## src/adxl_pkg.sv

```systemverilog
package adxl_pkg;

	// burst starts at TEMP2 and runs through ZDATA1
	localparam logic [7:0] REG_TEMP2 = 8'h06;
	localparam int BURST_BYTES = 11;

	typedef logic [7:0] reg_addr_t;
	typedef logic [31:0] temp_t;
	typedef logic signed [31:0] accel_t;
	typedef logic [7:0] apb_addr_t;

	// apb byte offsets
	localparam apb_addr_t OFS_CTRL = 8'h00;
	localparam apb_addr_t OFS_REG_ADDR = 8'h04;
	localparam apb_addr_t OFS_WR_DATA = 8'h08;
	localparam apb_addr_t OFS_STATUS = 8'h0C;
	localparam apb_addr_t OFS_RD_DATA = 8'h10;
	localparam apb_addr_t OFS_TEMP = 8'h14;
	localparam apb_addr_t OFS_ACCX = 8'h18;
	localparam apb_addr_t OFS_ACCY = 8'h1C;
	localparam apb_addr_t OFS_ACCZ = 8'h20;

	// request types from the register block
	typedef enum logic [1:0] {
		XFER_WRITE,
		XFER_READ,
		XFER_BURST
	} xfer_kind_e;

endpackage

```

## src/i2c_pkg.sv

```systemverilog
package i2c_pkg;

	// i_clk cycles per quarter of an SCL period
	localparam int QUARTER_CYCLES = 4;

	// fixed 7-bit sensor address
	localparam logic [6:0] DEV_ADDR = 7'h1D;

	typedef logic [7:0] byte_t;

	// byte engine operations
	typedef enum logic [2:0] {
		CMD_START,
		CMD_STOP,
		CMD_WRITE,
		CMD_READ_ACK,
		CMD_READ_NACK
	} i2c_cmd_e;

endpackage

```

## src/adxl_apb_top.sv

```systemverilog
`timescale 1ns/1ps

module adxl_apb_top (
	input  logic                i_clk,
	input  logic                i_rst_n,
	input  logic                i_psel,
	input  logic                i_penable,
	input  logic                i_pwrite,
	input  adxl_pkg::apb_addr_t i_paddr,
	input  logic [31:0]         i_pwdata,
	input  logic                i_drdy,
	input  logic                i_sda,
	output logic [31:0]         o_prdata,
	output logic                o_pready,
	output logic                o_pslverr,
	output logic                o_scl_low,
	output logic                o_sda_low
);
	import i2c_pkg::*;
	import adxl_pkg::*;

	// register block to sequencer
	logic req_valid;
	xfer_kind_e req_kind;
	reg_addr_t req_reg;
	byte_t req_data;
	logic busy;
	logic nack_evt;
	byte_t rd_byte;
	logic rd_strobe;

	// sequencer to byte engine
	logic cmd_valid;
	logic cmd_ready;
	i2c_cmd_e cmd;
	byte_t cmd_byte;
	logic rsp_valid;
	byte_t rsp_byte;
	logic rsp_nack;

	// burst path
	byte_t burst_byte;
	logic burst_strobe;
	logic burst_done;
	logic sample_strobe;
	temp_t temp;
	accel_t accx;
	accel_t accy;
	accel_t accz;

	apb_regs u_regs (
		.i_clk(i_clk), .i_rst_n(i_rst_n),
		.i_psel(i_psel), .i_penable(i_penable), .i_pwrite(i_pwrite),
		.i_paddr(i_paddr), .i_pwdata(i_pwdata),
		.o_prdata(o_prdata), .o_pready(o_pready), .o_pslverr(o_pslverr),
		.i_drdy(i_drdy), .i_busy(busy), .i_nack_evt(nack_evt),
		.i_rd_byte(rd_byte), .i_rd_strobe(rd_strobe), .i_sample_strobe(sample_strobe),
		.i_temp(temp), .i_accx(accx), .i_accy(accy), .i_accz(accz),
		.o_req_valid(req_valid), .o_req_kind(req_kind),
		.o_req_reg(req_reg), .o_req_data(req_data)
	);

	xfer_sequencer u_seq (
		.i_clk(i_clk), .i_rst_n(i_rst_n),
		.i_req_valid(req_valid), .i_req_kind(req_kind),
		.i_req_reg(req_reg), .i_req_data(req_data),
		.i_cmd_ready(cmd_ready), .i_rsp_valid(rsp_valid),
		.i_rsp_byte(rsp_byte), .i_rsp_nack(rsp_nack),
		.o_busy(busy), .o_cmd_valid(cmd_valid), .o_cmd(cmd), .o_cmd_byte(cmd_byte),
		.o_rd_byte(rd_byte), .o_rd_strobe(rd_strobe), .o_nack_evt(nack_evt),
		.o_burst_byte(burst_byte), .o_burst_strobe(burst_strobe),
		.o_burst_done(burst_done)
	);

	i2c_byte_engine u_engine (
		.i_clk(i_clk), .i_rst_n(i_rst_n),
		.i_cmd_valid(cmd_valid), .i_cmd(cmd), .i_cmd_byte(cmd_byte), .i_sda(i_sda),
		.o_cmd_ready(cmd_ready), .o_rsp_valid(rsp_valid),
		.o_rsp_byte(rsp_byte), .o_rsp_nack(rsp_nack),
		.o_scl_low(o_scl_low), .o_sda_low(o_sda_low)
	);

	sample_unpack u_unpack (
		.i_clk(i_clk), .i_rst_n(i_rst_n),
		.i_burst_byte(burst_byte), .i_burst_strobe(burst_strobe),
		.i_burst_done(burst_done), .o_sample_strobe(sample_strobe),
		.o_temp(temp), .o_accx(accx), .o_accy(accy), .o_accz(accz)
	);

endmodule

```

## src/apb_regs.sv

```systemverilog
`timescale 1ns/1ps

module apb_regs (
	input  logic                 i_clk,
	input  logic                 i_rst_n,
	input  logic                 i_psel,
	input  logic                 i_penable,
	input  logic                 i_pwrite,
	input  adxl_pkg::apb_addr_t  i_paddr,
	input  logic [31:0]          i_pwdata,
	output logic [31:0]          o_prdata,
	output logic                 o_pready,
	output logic                 o_pslverr,
	input  logic                 i_drdy,
	input  logic                 i_busy,
	input  logic                 i_nack_evt,
	input  i2c_pkg::byte_t       i_rd_byte,
	input  logic                 i_rd_strobe,
	input  logic                 i_sample_strobe,
	input  adxl_pkg::temp_t      i_temp,
	input  adxl_pkg::accel_t     i_accx,
	input  adxl_pkg::accel_t     i_accy,
	input  adxl_pkg::accel_t     i_accz,
	output logic                 o_req_valid,
	output adxl_pkg::xfer_kind_e o_req_kind,
	output adxl_pkg::reg_addr_t  o_req_reg,
	output i2c_pkg::byte_t       o_req_data
);
	import i2c_pkg::*;
	import adxl_pkg::*;

	logic wr_en;
	logic rd_en;
	logic go_wr;
	logic can_issue;
	logic mapped;
	logic ctrl_rd;
	logic auto_en;
	logic nack_q;
	logic valid_q;
	logic pending;
	reg_addr_t reg_addr_q;
	byte_t wr_data_q;
	byte_t rd_data_q;
	logic drdy_meta;
	logic drdy_sync;
	logic drdy_prev;

	assign wr_en = i_psel & i_penable & i_pwrite;
	assign rd_en = i_psel & i_penable & ~i_pwrite;
	assign go_wr = wr_en && (i_paddr == OFS_CTRL) && i_pwdata[0];
	// one request in flight at a time
	assign can_issue = !i_busy && !o_req_valid;
	assign o_pready = 1'b1;
	assign o_pslverr = i_psel & i_penable & ~mapped;

	always_comb begin
		mapped = 1'b1;
		case (i_paddr)
			OFS_CTRL: o_prdata = {29'b0, auto_en, ctrl_rd, 1'b0};
			OFS_REG_ADDR: o_prdata = {24'b0, reg_addr_q};
			OFS_WR_DATA: o_prdata = {24'b0, wr_data_q};
			OFS_STATUS: o_prdata = {29'b0, valid_q, nack_q, i_busy | o_req_valid};
			OFS_RD_DATA: o_prdata = {24'b0, rd_data_q};
			OFS_TEMP: o_prdata = i_temp;
			OFS_ACCX: o_prdata = i_accx;
			OFS_ACCY: o_prdata = i_accy;
			OFS_ACCZ: o_prdata = i_accz;
			default: begin
				o_prdata = 32'b0;
				mapped = 1'b0;
			end
		endcase
	end

	always_ff @(posedge i_clk or negedge i_rst_n) begin
		if (!i_rst_n) begin
			ctrl_rd <= 1'b0;
			auto_en <= 1'b0;
			nack_q <= 1'b0;
			valid_q <= 1'b0;
			pending <= 1'b0;
			reg_addr_q <= '0;
			wr_data_q <= '0;
			rd_data_q <= '0;
			drdy_meta <= 1'b0;
			drdy_sync <= 1'b0;
			drdy_prev <= 1'b0;
			o_req_valid <= 1'b0;
			o_req_kind <= XFER_WRITE;
			o_req_reg <= '0;
			o_req_data <= '0;
		end else begin
			// data-ready comes from outside, synchronize first
			drdy_meta <= i_drdy;
			drdy_sync <= drdy_meta;
			drdy_prev <= drdy_sync;
			o_req_valid <= 1'b0;

			if (wr_en) begin
				case (i_paddr)
					OFS_CTRL: begin
						ctrl_rd <= i_pwdata[1];
						auto_en <= i_pwdata[2];
						nack_q <= 1'b0;
					end
					OFS_REG_ADDR: reg_addr_q <= i_pwdata[7:0];
					OFS_WR_DATA: wr_data_q <= i_pwdata[7:0];
					default: ;
				endcase
			end

			if (rd_en && i_paddr == OFS_TEMP) valid_q <= 1'b0;
			if (i_sample_strobe) valid_q <= 1'b1;
			if (i_nack_evt) nack_q <= 1'b1;
			if (i_rd_strobe) rd_data_q <= i_rd_byte;

			// host request first, held burst when the path is free
			if (go_wr && can_issue) begin
				o_req_valid <= 1'b1;
				o_req_kind <= i_pwdata[1] ? XFER_READ : XFER_WRITE;
				o_req_reg <= reg_addr_q;
				o_req_data <= wr_data_q;
			end else if (pending && can_issue) begin
				o_req_valid <= 1'b1;
				o_req_kind <= XFER_BURST;
				o_req_reg <= REG_TEMP2;
				o_req_data <= '0;
				pending <= 1'b0;
			end

			// a fresh edge wins over the clear above
			if (drdy_sync && !drdy_prev && auto_en) pending <= 1'b1;
		end
	end

endmodule

```

## src/i2c_byte_engine.sv

```systemverilog
`timescale 1ns/1ps

module i2c_byte_engine (
	input  logic              i_clk,
	input  logic              i_rst_n,
	input  logic              i_cmd_valid,
	input  i2c_pkg::i2c_cmd_e i_cmd,
	input  i2c_pkg::byte_t    i_cmd_byte,
	input  logic              i_sda,
	output logic              o_cmd_ready,
	output logic              o_rsp_valid,
	output i2c_pkg::byte_t    o_rsp_byte,
	output logic              o_rsp_nack,
	output logic              o_scl_low,
	output logic              o_sda_low
);
	import i2c_pkg::*;

	localparam int QW = (QUARTER_CYCLES > 1) ? $clog2(QUARTER_CYCLES) : 1;

	typedef enum logic [1:0] {
		ENG_IDLE,
		ENG_START,
		ENG_STOP,
		ENG_BIT
	} eng_state_e;

	eng_state_e state;
	logic [QW-1:0] qcnt;
	logic [1:0] phase;
	logic [3:0] bit_idx;
	logic is_read;
	logic send_nack;
	byte_t sreg;
	logic sda_smp;
	logic q_end;
	logic unit_end;
	logic scl_dec;
	logic sda_dec;

	assign q_end = (qcnt == QW'(QUARTER_CYCLES - 1));
	assign unit_end = q_end && (phase == 2'd3);
	assign o_cmd_ready = (state == ENG_IDLE);
	assign o_rsp_byte = sreg;

	// line pattern per quarter phase
	always_comb begin
		scl_dec = 1'b0;
		sda_dec = 1'b0;
		case (state)
			ENG_START: begin
				// bus is free here, sda falls while scl is high
				sda_dec = (phase >= 2'd2);
				scl_dec = (phase == 2'd3);
			end
			ENG_STOP: begin
				scl_dec = (phase == 2'd0);
				sda_dec = (phase != 2'd3);
			end
			ENG_BIT: begin
				// scl high in phases 1 and 2
				scl_dec = (phase == 2'd0) || (phase == 2'd3);
				if (bit_idx == 4'd8) sda_dec = is_read && !send_nack;
				else sda_dec = !is_read && !sreg[7];
			end
			default: ;
		endcase
	end

	always_ff @(posedge i_clk or negedge i_rst_n) begin
		if (!i_rst_n) begin
			state <= ENG_IDLE;
			qcnt <= '0;
			phase <= 2'd0;
			bit_idx <= 4'd0;
			is_read <= 1'b0;
			send_nack <= 1'b0;
			o_rsp_valid <= 1'b0;
			o_rsp_nack <= 1'b0;
			o_scl_low <= 1'b0;
			o_sda_low <= 1'b0;
		end else begin
			o_rsp_valid <= 1'b0;
			// lines hold their level between commands
			if (state != ENG_IDLE) begin
				o_scl_low <= scl_dec;
				o_sda_low <= sda_dec;
			end

			if (state == ENG_IDLE) begin
				qcnt <= '0;
				phase <= 2'd0;
				bit_idx <= 4'd0;
				if (i_cmd_valid) begin
					case (i_cmd)
						CMD_START: state <= ENG_START;
						CMD_STOP: state <= ENG_STOP;
						default: state <= ENG_BIT;
					endcase
					is_read <= (i_cmd == CMD_READ_ACK) || (i_cmd == CMD_READ_NACK);
					send_nack <= (i_cmd == CMD_READ_NACK);
				end
			end else begin
				qcnt <= q_end ? '0 : qcnt + 1'b1;
				if (q_end) phase <= phase + 2'd1;
				if (unit_end) begin
					if (state == ENG_BIT && bit_idx != 4'd8) begin
						bit_idx <= bit_idx + 4'd1;
					end else begin
						state <= ENG_IDLE;
						o_rsp_valid <= 1'b1;
						// ack slot of a write, sampled from the slave
						o_rsp_nack <= (state == ENG_BIT) && !is_read && sda_smp;
					end
				end
			end
		end
	end

	// msb first; reads shift the sampled line in
	always_ff @(posedge i_clk) begin
		if (state == ENG_IDLE && i_cmd_valid) begin
			sreg <= (i_cmd == CMD_WRITE) ? i_cmd_byte : 8'hFF;
		end else if (state == ENG_BIT) begin
			if (q_end && phase == 2'd1) sda_smp <= i_sda;
			if (unit_end && bit_idx != 4'd8) sreg <= {sreg[6:0], sda_smp};
		end
	end

endmodule

```

## src/sample_unpack.sv

```systemverilog
`timescale 1ns/1ps

module sample_unpack (
	input  logic             i_clk,
	input  logic             i_rst_n,
	input  i2c_pkg::byte_t   i_burst_byte,
	input  logic             i_burst_strobe,
	input  logic             i_burst_done,
	output logic             o_sample_strobe,
	output adxl_pkg::temp_t  o_temp,
	output adxl_pkg::accel_t o_accx,
	output adxl_pkg::accel_t o_accy,
	output adxl_pkg::accel_t o_accz
);
	import i2c_pkg::*;
	import adxl_pkg::*;

	byte_t byte_buf [BURST_BYTES];
	logic [3:0] idx;
	logic full;

	// 20-bit axis value, sign extended
	function automatic accel_t axis(input byte_t hi, input byte_t mid, input byte_t lo);
		return accel_t'({{12{hi[7]}}, hi, mid, lo[7:4]});
	endfunction

	assign full = (idx == 4'(BURST_BYTES));

	always_ff @(posedge i_clk) begin
		if (i_burst_strobe && !full) byte_buf[idx] <= i_burst_byte;
	end

	always_ff @(posedge i_clk or negedge i_rst_n) begin
		if (!i_rst_n) begin
			idx <= 4'd0;
			o_sample_strobe <= 1'b0;
			o_temp <= '0;
			o_accx <= '0;
			o_accy <= '0;
			o_accz <= '0;
		end else begin
			o_sample_strobe <= 1'b0;
			if (i_burst_done) begin
				idx <= 4'd0;
				// an aborted burst leaves the old sample in place
				if (full) begin
					o_sample_strobe <= 1'b1;
					o_temp <= {20'b0, byte_buf[0][3:0], byte_buf[1]};
					o_accx <= axis(byte_buf[2], byte_buf[3], byte_buf[4]);
					o_accy <= axis(byte_buf[5], byte_buf[6], byte_buf[7]);
					o_accz <= axis(byte_buf[8], byte_buf[9], byte_buf[10]);
				end
			end else if (i_burst_strobe && !full) begin
				idx <= idx + 4'd1;
			end
		end
	end

endmodule

```

## src/xfer_sequencer.sv

```systemverilog
`timescale 1ns/1ps

module xfer_sequencer (
	input  logic                 i_clk,
	input  logic                 i_rst_n,
	input  logic                 i_req_valid,
	input  adxl_pkg::xfer_kind_e i_req_kind,
	input  adxl_pkg::reg_addr_t  i_req_reg,
	input  i2c_pkg::byte_t       i_req_data,
	input  logic                 i_cmd_ready,
	input  logic                 i_rsp_valid,
	input  i2c_pkg::byte_t       i_rsp_byte,
	input  logic                 i_rsp_nack,
	output logic                 o_busy,
	output logic                 o_cmd_valid,
	output i2c_pkg::i2c_cmd_e    o_cmd,
	output i2c_pkg::byte_t       o_cmd_byte,
	output i2c_pkg::byte_t       o_rd_byte,
	output logic                 o_rd_strobe,
	output logic                 o_nack_evt,
	output i2c_pkg::byte_t       o_burst_byte,
	output logic                 o_burst_strobe,
	output logic                 o_burst_done
);
	import i2c_pkg::*;
	import adxl_pkg::*;

	typedef enum logic [2:0] {
		SEQ_IDLE,
		SEQ_START,
		SEQ_ADDR,
		SEQ_REG,
		SEQ_DATA,
		SEQ_READ,
		SEQ_STOP
	} seq_state_e;

	seq_state_e state;
	xfer_kind_e kind;
	reg_addr_t reg_q;
	byte_t data_q;
	byte_t rx_byte;
	logic cmd_sent;
	logic rd_phase;
	logic aborted;
	logic [3:0] rd_cnt;

	assign o_busy = (state != SEQ_IDLE);
	assign o_cmd_valid = (state != SEQ_IDLE) && !cmd_sent;
	assign o_rd_byte = rx_byte;
	assign o_burst_byte = rx_byte;

	always_comb begin
		o_cmd_byte = 8'h00;
		case (state)
			SEQ_START: o_cmd = CMD_START;
			SEQ_ADDR: begin
				o_cmd = CMD_WRITE;
				o_cmd_byte = {DEV_ADDR, rd_phase};
			end
			SEQ_REG: begin
				o_cmd = CMD_WRITE;
				o_cmd_byte = reg_q;
			end
			SEQ_DATA: begin
				o_cmd = CMD_WRITE;
				o_cmd_byte = data_q;
			end
			// the last byte of a read gets a NACK
			SEQ_READ: o_cmd = (rd_cnt == 4'd0) ? CMD_READ_NACK : CMD_READ_ACK;
			default: o_cmd = CMD_STOP;
		endcase
	end

	always_ff @(posedge i_clk or negedge i_rst_n) begin
		if (!i_rst_n) begin
			state <= SEQ_IDLE;
			kind <= XFER_WRITE;
			cmd_sent <= 1'b0;
			rd_phase <= 1'b0;
			aborted <= 1'b0;
			rd_cnt <= 4'd0;
			o_rd_strobe <= 1'b0;
			o_burst_strobe <= 1'b0;
			o_nack_evt <= 1'b0;
			o_burst_done <= 1'b0;
		end else begin
			o_rd_strobe <= 1'b0;
			o_burst_strobe <= 1'b0;
			o_nack_evt <= 1'b0;
			o_burst_done <= 1'b0;
			if (o_cmd_valid && i_cmd_ready) cmd_sent <= 1'b1;

			if (state == SEQ_IDLE) begin
				if (i_req_valid) begin
					kind <= i_req_kind;
					rd_phase <= 1'b0;
					aborted <= 1'b0;
					state <= SEQ_START;
				end
			end else if (i_rsp_valid) begin
				cmd_sent <= 1'b0;
				case (state)
					SEQ_START: state <= SEQ_ADDR;
					SEQ_ADDR, SEQ_REG: begin
						if (i_rsp_nack) begin
							o_nack_evt <= 1'b1;
							aborted <= 1'b1;
							state <= SEQ_STOP;
						end else if (state == SEQ_REG) begin
							state <= (kind == XFER_WRITE) ? SEQ_DATA : SEQ_STOP;
						end else if (rd_phase) begin
							rd_cnt <= (kind == XFER_BURST) ? 4'(BURST_BYTES - 1) : 4'd0;
							state <= SEQ_READ;
						end else begin
							state <= SEQ_REG;
						end
					end
					SEQ_DATA: begin
						o_nack_evt <= i_rsp_nack;
						aborted <= i_rsp_nack;
						state <= SEQ_STOP;
					end
					SEQ_READ: begin
						if (kind == XFER_BURST) o_burst_strobe <= 1'b1;
						else o_rd_strobe <= 1'b1;
						if (rd_cnt == 4'd0) state <= SEQ_STOP;
						else rd_cnt <= rd_cnt - 4'd1;
					end
					SEQ_STOP: begin
						// pointer write done, now the separate read transaction
						if (!aborted && kind != XFER_WRITE && !rd_phase) begin
							rd_phase <= 1'b1;
							state <= SEQ_START;
						end else begin
							o_burst_done <= (kind == XFER_BURST);
							state <= SEQ_IDLE;
						end
					end
					default: state <= SEQ_IDLE;
				endcase
			end
		end
	end

	always_ff @(posedge i_clk) begin
		if (state == SEQ_IDLE && i_req_valid) begin
			reg_q <= i_req_reg;
			data_q <= i_req_data;
		end
		if (i_rsp_valid && state == SEQ_READ) rx_byte <= i_rsp_byte;
	end

endmodule
```

## config.mk

```make
export PLATFORM = sky130hd
export DESIGN_NAME = adxl_apb_top
export DESIGN_NICKNAME = d
export VERILOG_FILES = /design/src/adxl_pkg.sv /design/src/i2c_pkg.sv /design/src/adxl_apb_top.sv /design/src/apb_regs.sv /design/src/i2c_byte_engine.sv /design/src/sample_unpack.sv /design/src/xfer_sequencer.sv
export SDC_FILE = /design/constraint.sdc
export NUM_CORES = 1
export LEC_CHECK = 0
export BUFFER_PORTS_ARGS = -buffer_cell sky130_fd_sc_hd__buf_2
export CORE_ASPECT_RATIO = 1.2
export CORE_MARGIN = 3
export CORE_UTILIZATION = 58
export CTS_CLUSTER_DIAMETER = 60
export DETAILED_ROUTE_END_ITERATION = 8
export PLACE_DENSITY_LB_ADDON = 0.2
export SETUP_SLACK_MARGIN = 0.02
export SKIP_CTS_REPAIR_TIMING = 1
export SLEW_MARGIN = 25
export SYNTH_ARGS = -nofsm -noshare
export SYNTH_HDL_FRONTEND = slang
export SYNTH_SLANG_ARGS = --single-unit
```

## constraint.sdc

```tcl
create_clock -name i_clk -period 6.1 [get_ports i_clk]
set_clock_uncertainty 0.05 [all_clocks]
set_input_delay 0.915 -clock i_clk [delete_from_list [all_inputs] [get_ports i_clk]]
set_output_delay 0.915 -clock i_clk [all_outputs]
set_load 0.05 [all_outputs]
```

==> results.py <==
metrics = {
    "run_status": {
        "status": "finished clean",
    },
    "finish": {
        "fin_cells": 1210,
        "largest_reg_flops": 72,
        "syn2layout_area_growth_pct": 12.83,
        "fin_util_pct": 67.23,
        "nNetsFinal": 997,
        "drive_above_1_share_pct": 15.76,
        "antenna_cells": 0,
        "largest_register": "u_unpack.byte_buf",
        "final_area_mm2": 0.01231,
    },
    "cts": {
        "clk_path_buf_depth": 3,
        "clock_sinks": 265,
        "insertion_delay_ns": 0.53,
        "path_clk_slew_ns": 0.06,
        "tritoncts": "done",
        "cts_max_level": 1,
        "root_buffer": "clkbuf_16",
        "cts_made_buffers": 26,
    },
    "global_route": {
        "grt_pass1_wl_um": 37540,
        "grt_max_degree": 72,
        "grt_pass1_vias": 7004,
        "grtUsageTotal_pct": 23.10,
        "grt_overflow_total": 0,
        "antenna_found_initial": 0,
    },
    "timing": {
        "drv_slew": 0,
        "post-route-period-util_pct": 76.55,
        "setup_viol": 0,
        "max_freq_mhz": 214.2,
        "worst_slack_ns": 1.431,
        "finalHoldViolCount": 0,
        "tns_ns": 0,
        "fin_crit_ns": 4.669,
        "tightest_slew_ns": 0.7749,
        "relSlewSlack_pct": 48.34,
        "rsz0062_at_grt": "false",
        "whs_ns": 0.2984,
    },
    "power_and_ir_drop": {
        "p_sw_mw": 0.7326,
        "power_mw": 3.782,
        "internal-power_mw": 3.049,
        "peakVddDrop_uv": 264.7,
        "p_leak_nw": 5.582,
        "p_seq_share_pct": 48.9,
        "pwr-share-clk_pct": 49.4,
        "p_per_area_mw_per_mm2": 307.2,
        "pwr-share-comb_pct": 1.7,
        "swShare_pct": 19.37,
    },
    "worst_hold_path": {
        "holdCritPathClass": "primary input to asynchronous set/reset pin",
    },
    "worst_setup_path": {
        "cp_top_family": "simple AND/OR/NAND/NOR gates",
        "required_ns": 5.13,
        "crit_chain": "buf_2, nor4b_2, buf_4, nor2b_1, a22oi_1, nand2_1, buf_2",
        "crit_top_cell": "buf_2",
        "cp_slowest_cell": "nor4b_2",
        "cpPeakStageDelay_ns": 0.64,
        "crit_arrival_ns": 3.70,
        "worstPathMaxFanout": 19,
        "cp-start-kind": "primary input",
        "worstSetupEndpointType": "output port",
        "cp_num_buf_inv": 3,
        "criticalPathCategory": "primary input to output port",
    },
    "routing": {
        "drt_iter0_markers": 464,
        "vias": 6883,
        "totalWireLength_um": 23290,
        "drtAntennaViolNets": 0,
        "via_per_inst": 5.688,
        "drt_drc_violations_left": 0,
        "detail_route.first_pass.iterations": 5,
        "wl_per_cell_um": 19.25,
    },
    "logic_synthesis": {
        "synthCells": 901,
        "synth_enable_flop_cells": 105,
        "netlist_area_mm2": 0.01091,
        "ys_ff_latch": 265,
        "ys_seq_area_share_pct": 65.60,
        "synth_top_area_cell": "dfrtp_1",
        "synthTopCellsByCount": "nand2_1 (266), dfrtp_1 (160), edfxtp_1 (105)",
        "synth_top_cell_area_share_pct": 36.70,
        "ys_warn_count": 0,
        "synth_fp_nets": 960,
        "synth.avg_cell_area_um2": 12.11,
        "synth.most_common_cell": "nand2_1",
        "async_flop_share_pct": 60.38,
        "synth_cell_type_count": 70,
        "synth.area.top_cells": "dfrtp_1 (37%), edfxtp_1 (29%), nand2_1 (9.2%)",
        "synth_flop_cell": "dfrtp_1",
    },
    "place": {
        "hpwl_um": 14830,
        "globalplace.congestion": 0.8243,
        "portBuffers": 57,
        "place_inst": 1162,
        "pre_cts_ws_ns": 1.503,
        "dpl-instance-area_mm2": 0.01128,
    },
    "floorplanning": {
        "initial_utilization_pct": 59.58,
        "io_pins": 83,
        "core_mm2": 0.01831,
        "die-area_mm2": 0.02050,
        "rows": 54,
        "fp.dieH_um": 156.2,
        "die_w_um": 131.2,
    },
    "flow_run": {
        "max_cap_violations": 0,
    },
}
## metal layers
layer,global-route usage [%],vias up,wire length (µm)
met5,0,-,0
met4,8.104,0,603
met3,2.862,43,1353
met2,40.56,217,11900
met1,30.28,3400,9434
li1,-,3223,-
## power by group through the flow
stage / logic [mW] / clock network (mW) / registers, mW
5_1_grt: 0.0703 / 1.98 / 1.85
3_5_place_dp: 0.0642 / 0 / 1.88
3_3_place_gp: 0.0634 / 0 / 1.88
2_1_floorplan: 0.0256 / 0 / 1.88
4_1_cts: 0.0645 / 1.90 / 1.85
6_report: 0.0639 / 1.87 / 1.85
## final timing paths
path                                               endpoint                     startpoint  slack [ns]  cells past startpoint
min in group i_clk               u_regs.drdy_sync$_DFF_PN0_     u_regs.drdy_meta$_DFF_PN0_        0.30                      0
hold / removal              u_unpack.o_accx[15]$_DFFE_PN0P_                        i_rst_n        0.30                      1
hold reg to reg                  u_regs.drdy_sync$_DFF_PN0_     u_regs.drdy_meta$_DFF_PN0_        0.30                      0
max in group asynchronous    u_unpack.o_accx[5]$_DFFE_PN0P_                        i_rst_n        4.57                      2
setup reg to reg           u_engine.o_rsp_byte[7]$_DFFE_PP_  u_engine.state[0]$_DFFE_PN0P_        3.67                      3
setup / recovery                               o_prdata[25]                     i_paddr[3]        1.43                      7
## area by class of cell
| class | instances | area [µm²] |
|---|---|---|
| multi-input cells | 560 | 3395 |
| clock buffers | 27 | 675.6 |
| repair buffers | 65 | 351.6 |
| clock inverters | 21 | 340.3 |
| fillers | 1344 | 6001 |
| well taps | 252 | 315.3 |
| inverters | 20 | 75.07 |
| flip-flops and latches | 265 | 7157 |
## cell families after synthesis
group           share of synthesized area (%)
compound gates                          7.788
xor+xnor                               0.3212
fa+ha+maj                               1.376
buf+inv                                 3.418
flops                                   65.60
mux                                     5.907
other cells                           0.03437
simple gates                            15.55
## placed cells by master (no fill, tap or decap), types with 5 or more instances in the layout
master	Yosys	final
clkinv_1	1	6
edfxtp_1	105	105
a22o_1	18	18
dfrtp_1	160	160
a22oi_1	16	16
nor2b_1	7	7
clkbuf_16	0	27
and3_1	5	5
o21ai_0	17	17
nor2_1	30	30
inv_1	19	18
mux2_1	15	15
mux2_2	20	20
nand3b_1	6	6
bufinv_16	0	9
nor3_1	14	14
buf_2	4	56
buf_4	14	8
and2_1	6	6
nand2b_1	6	6
mux2i_1	7	7
nand2_1	266	266
o31ai_1	6	6
a21oi_1	14	14
mux4_2	8	8
o22ai_1	8	8
ha_1	12	12
No activity file was read; power rests on OpenSTA's default activity.
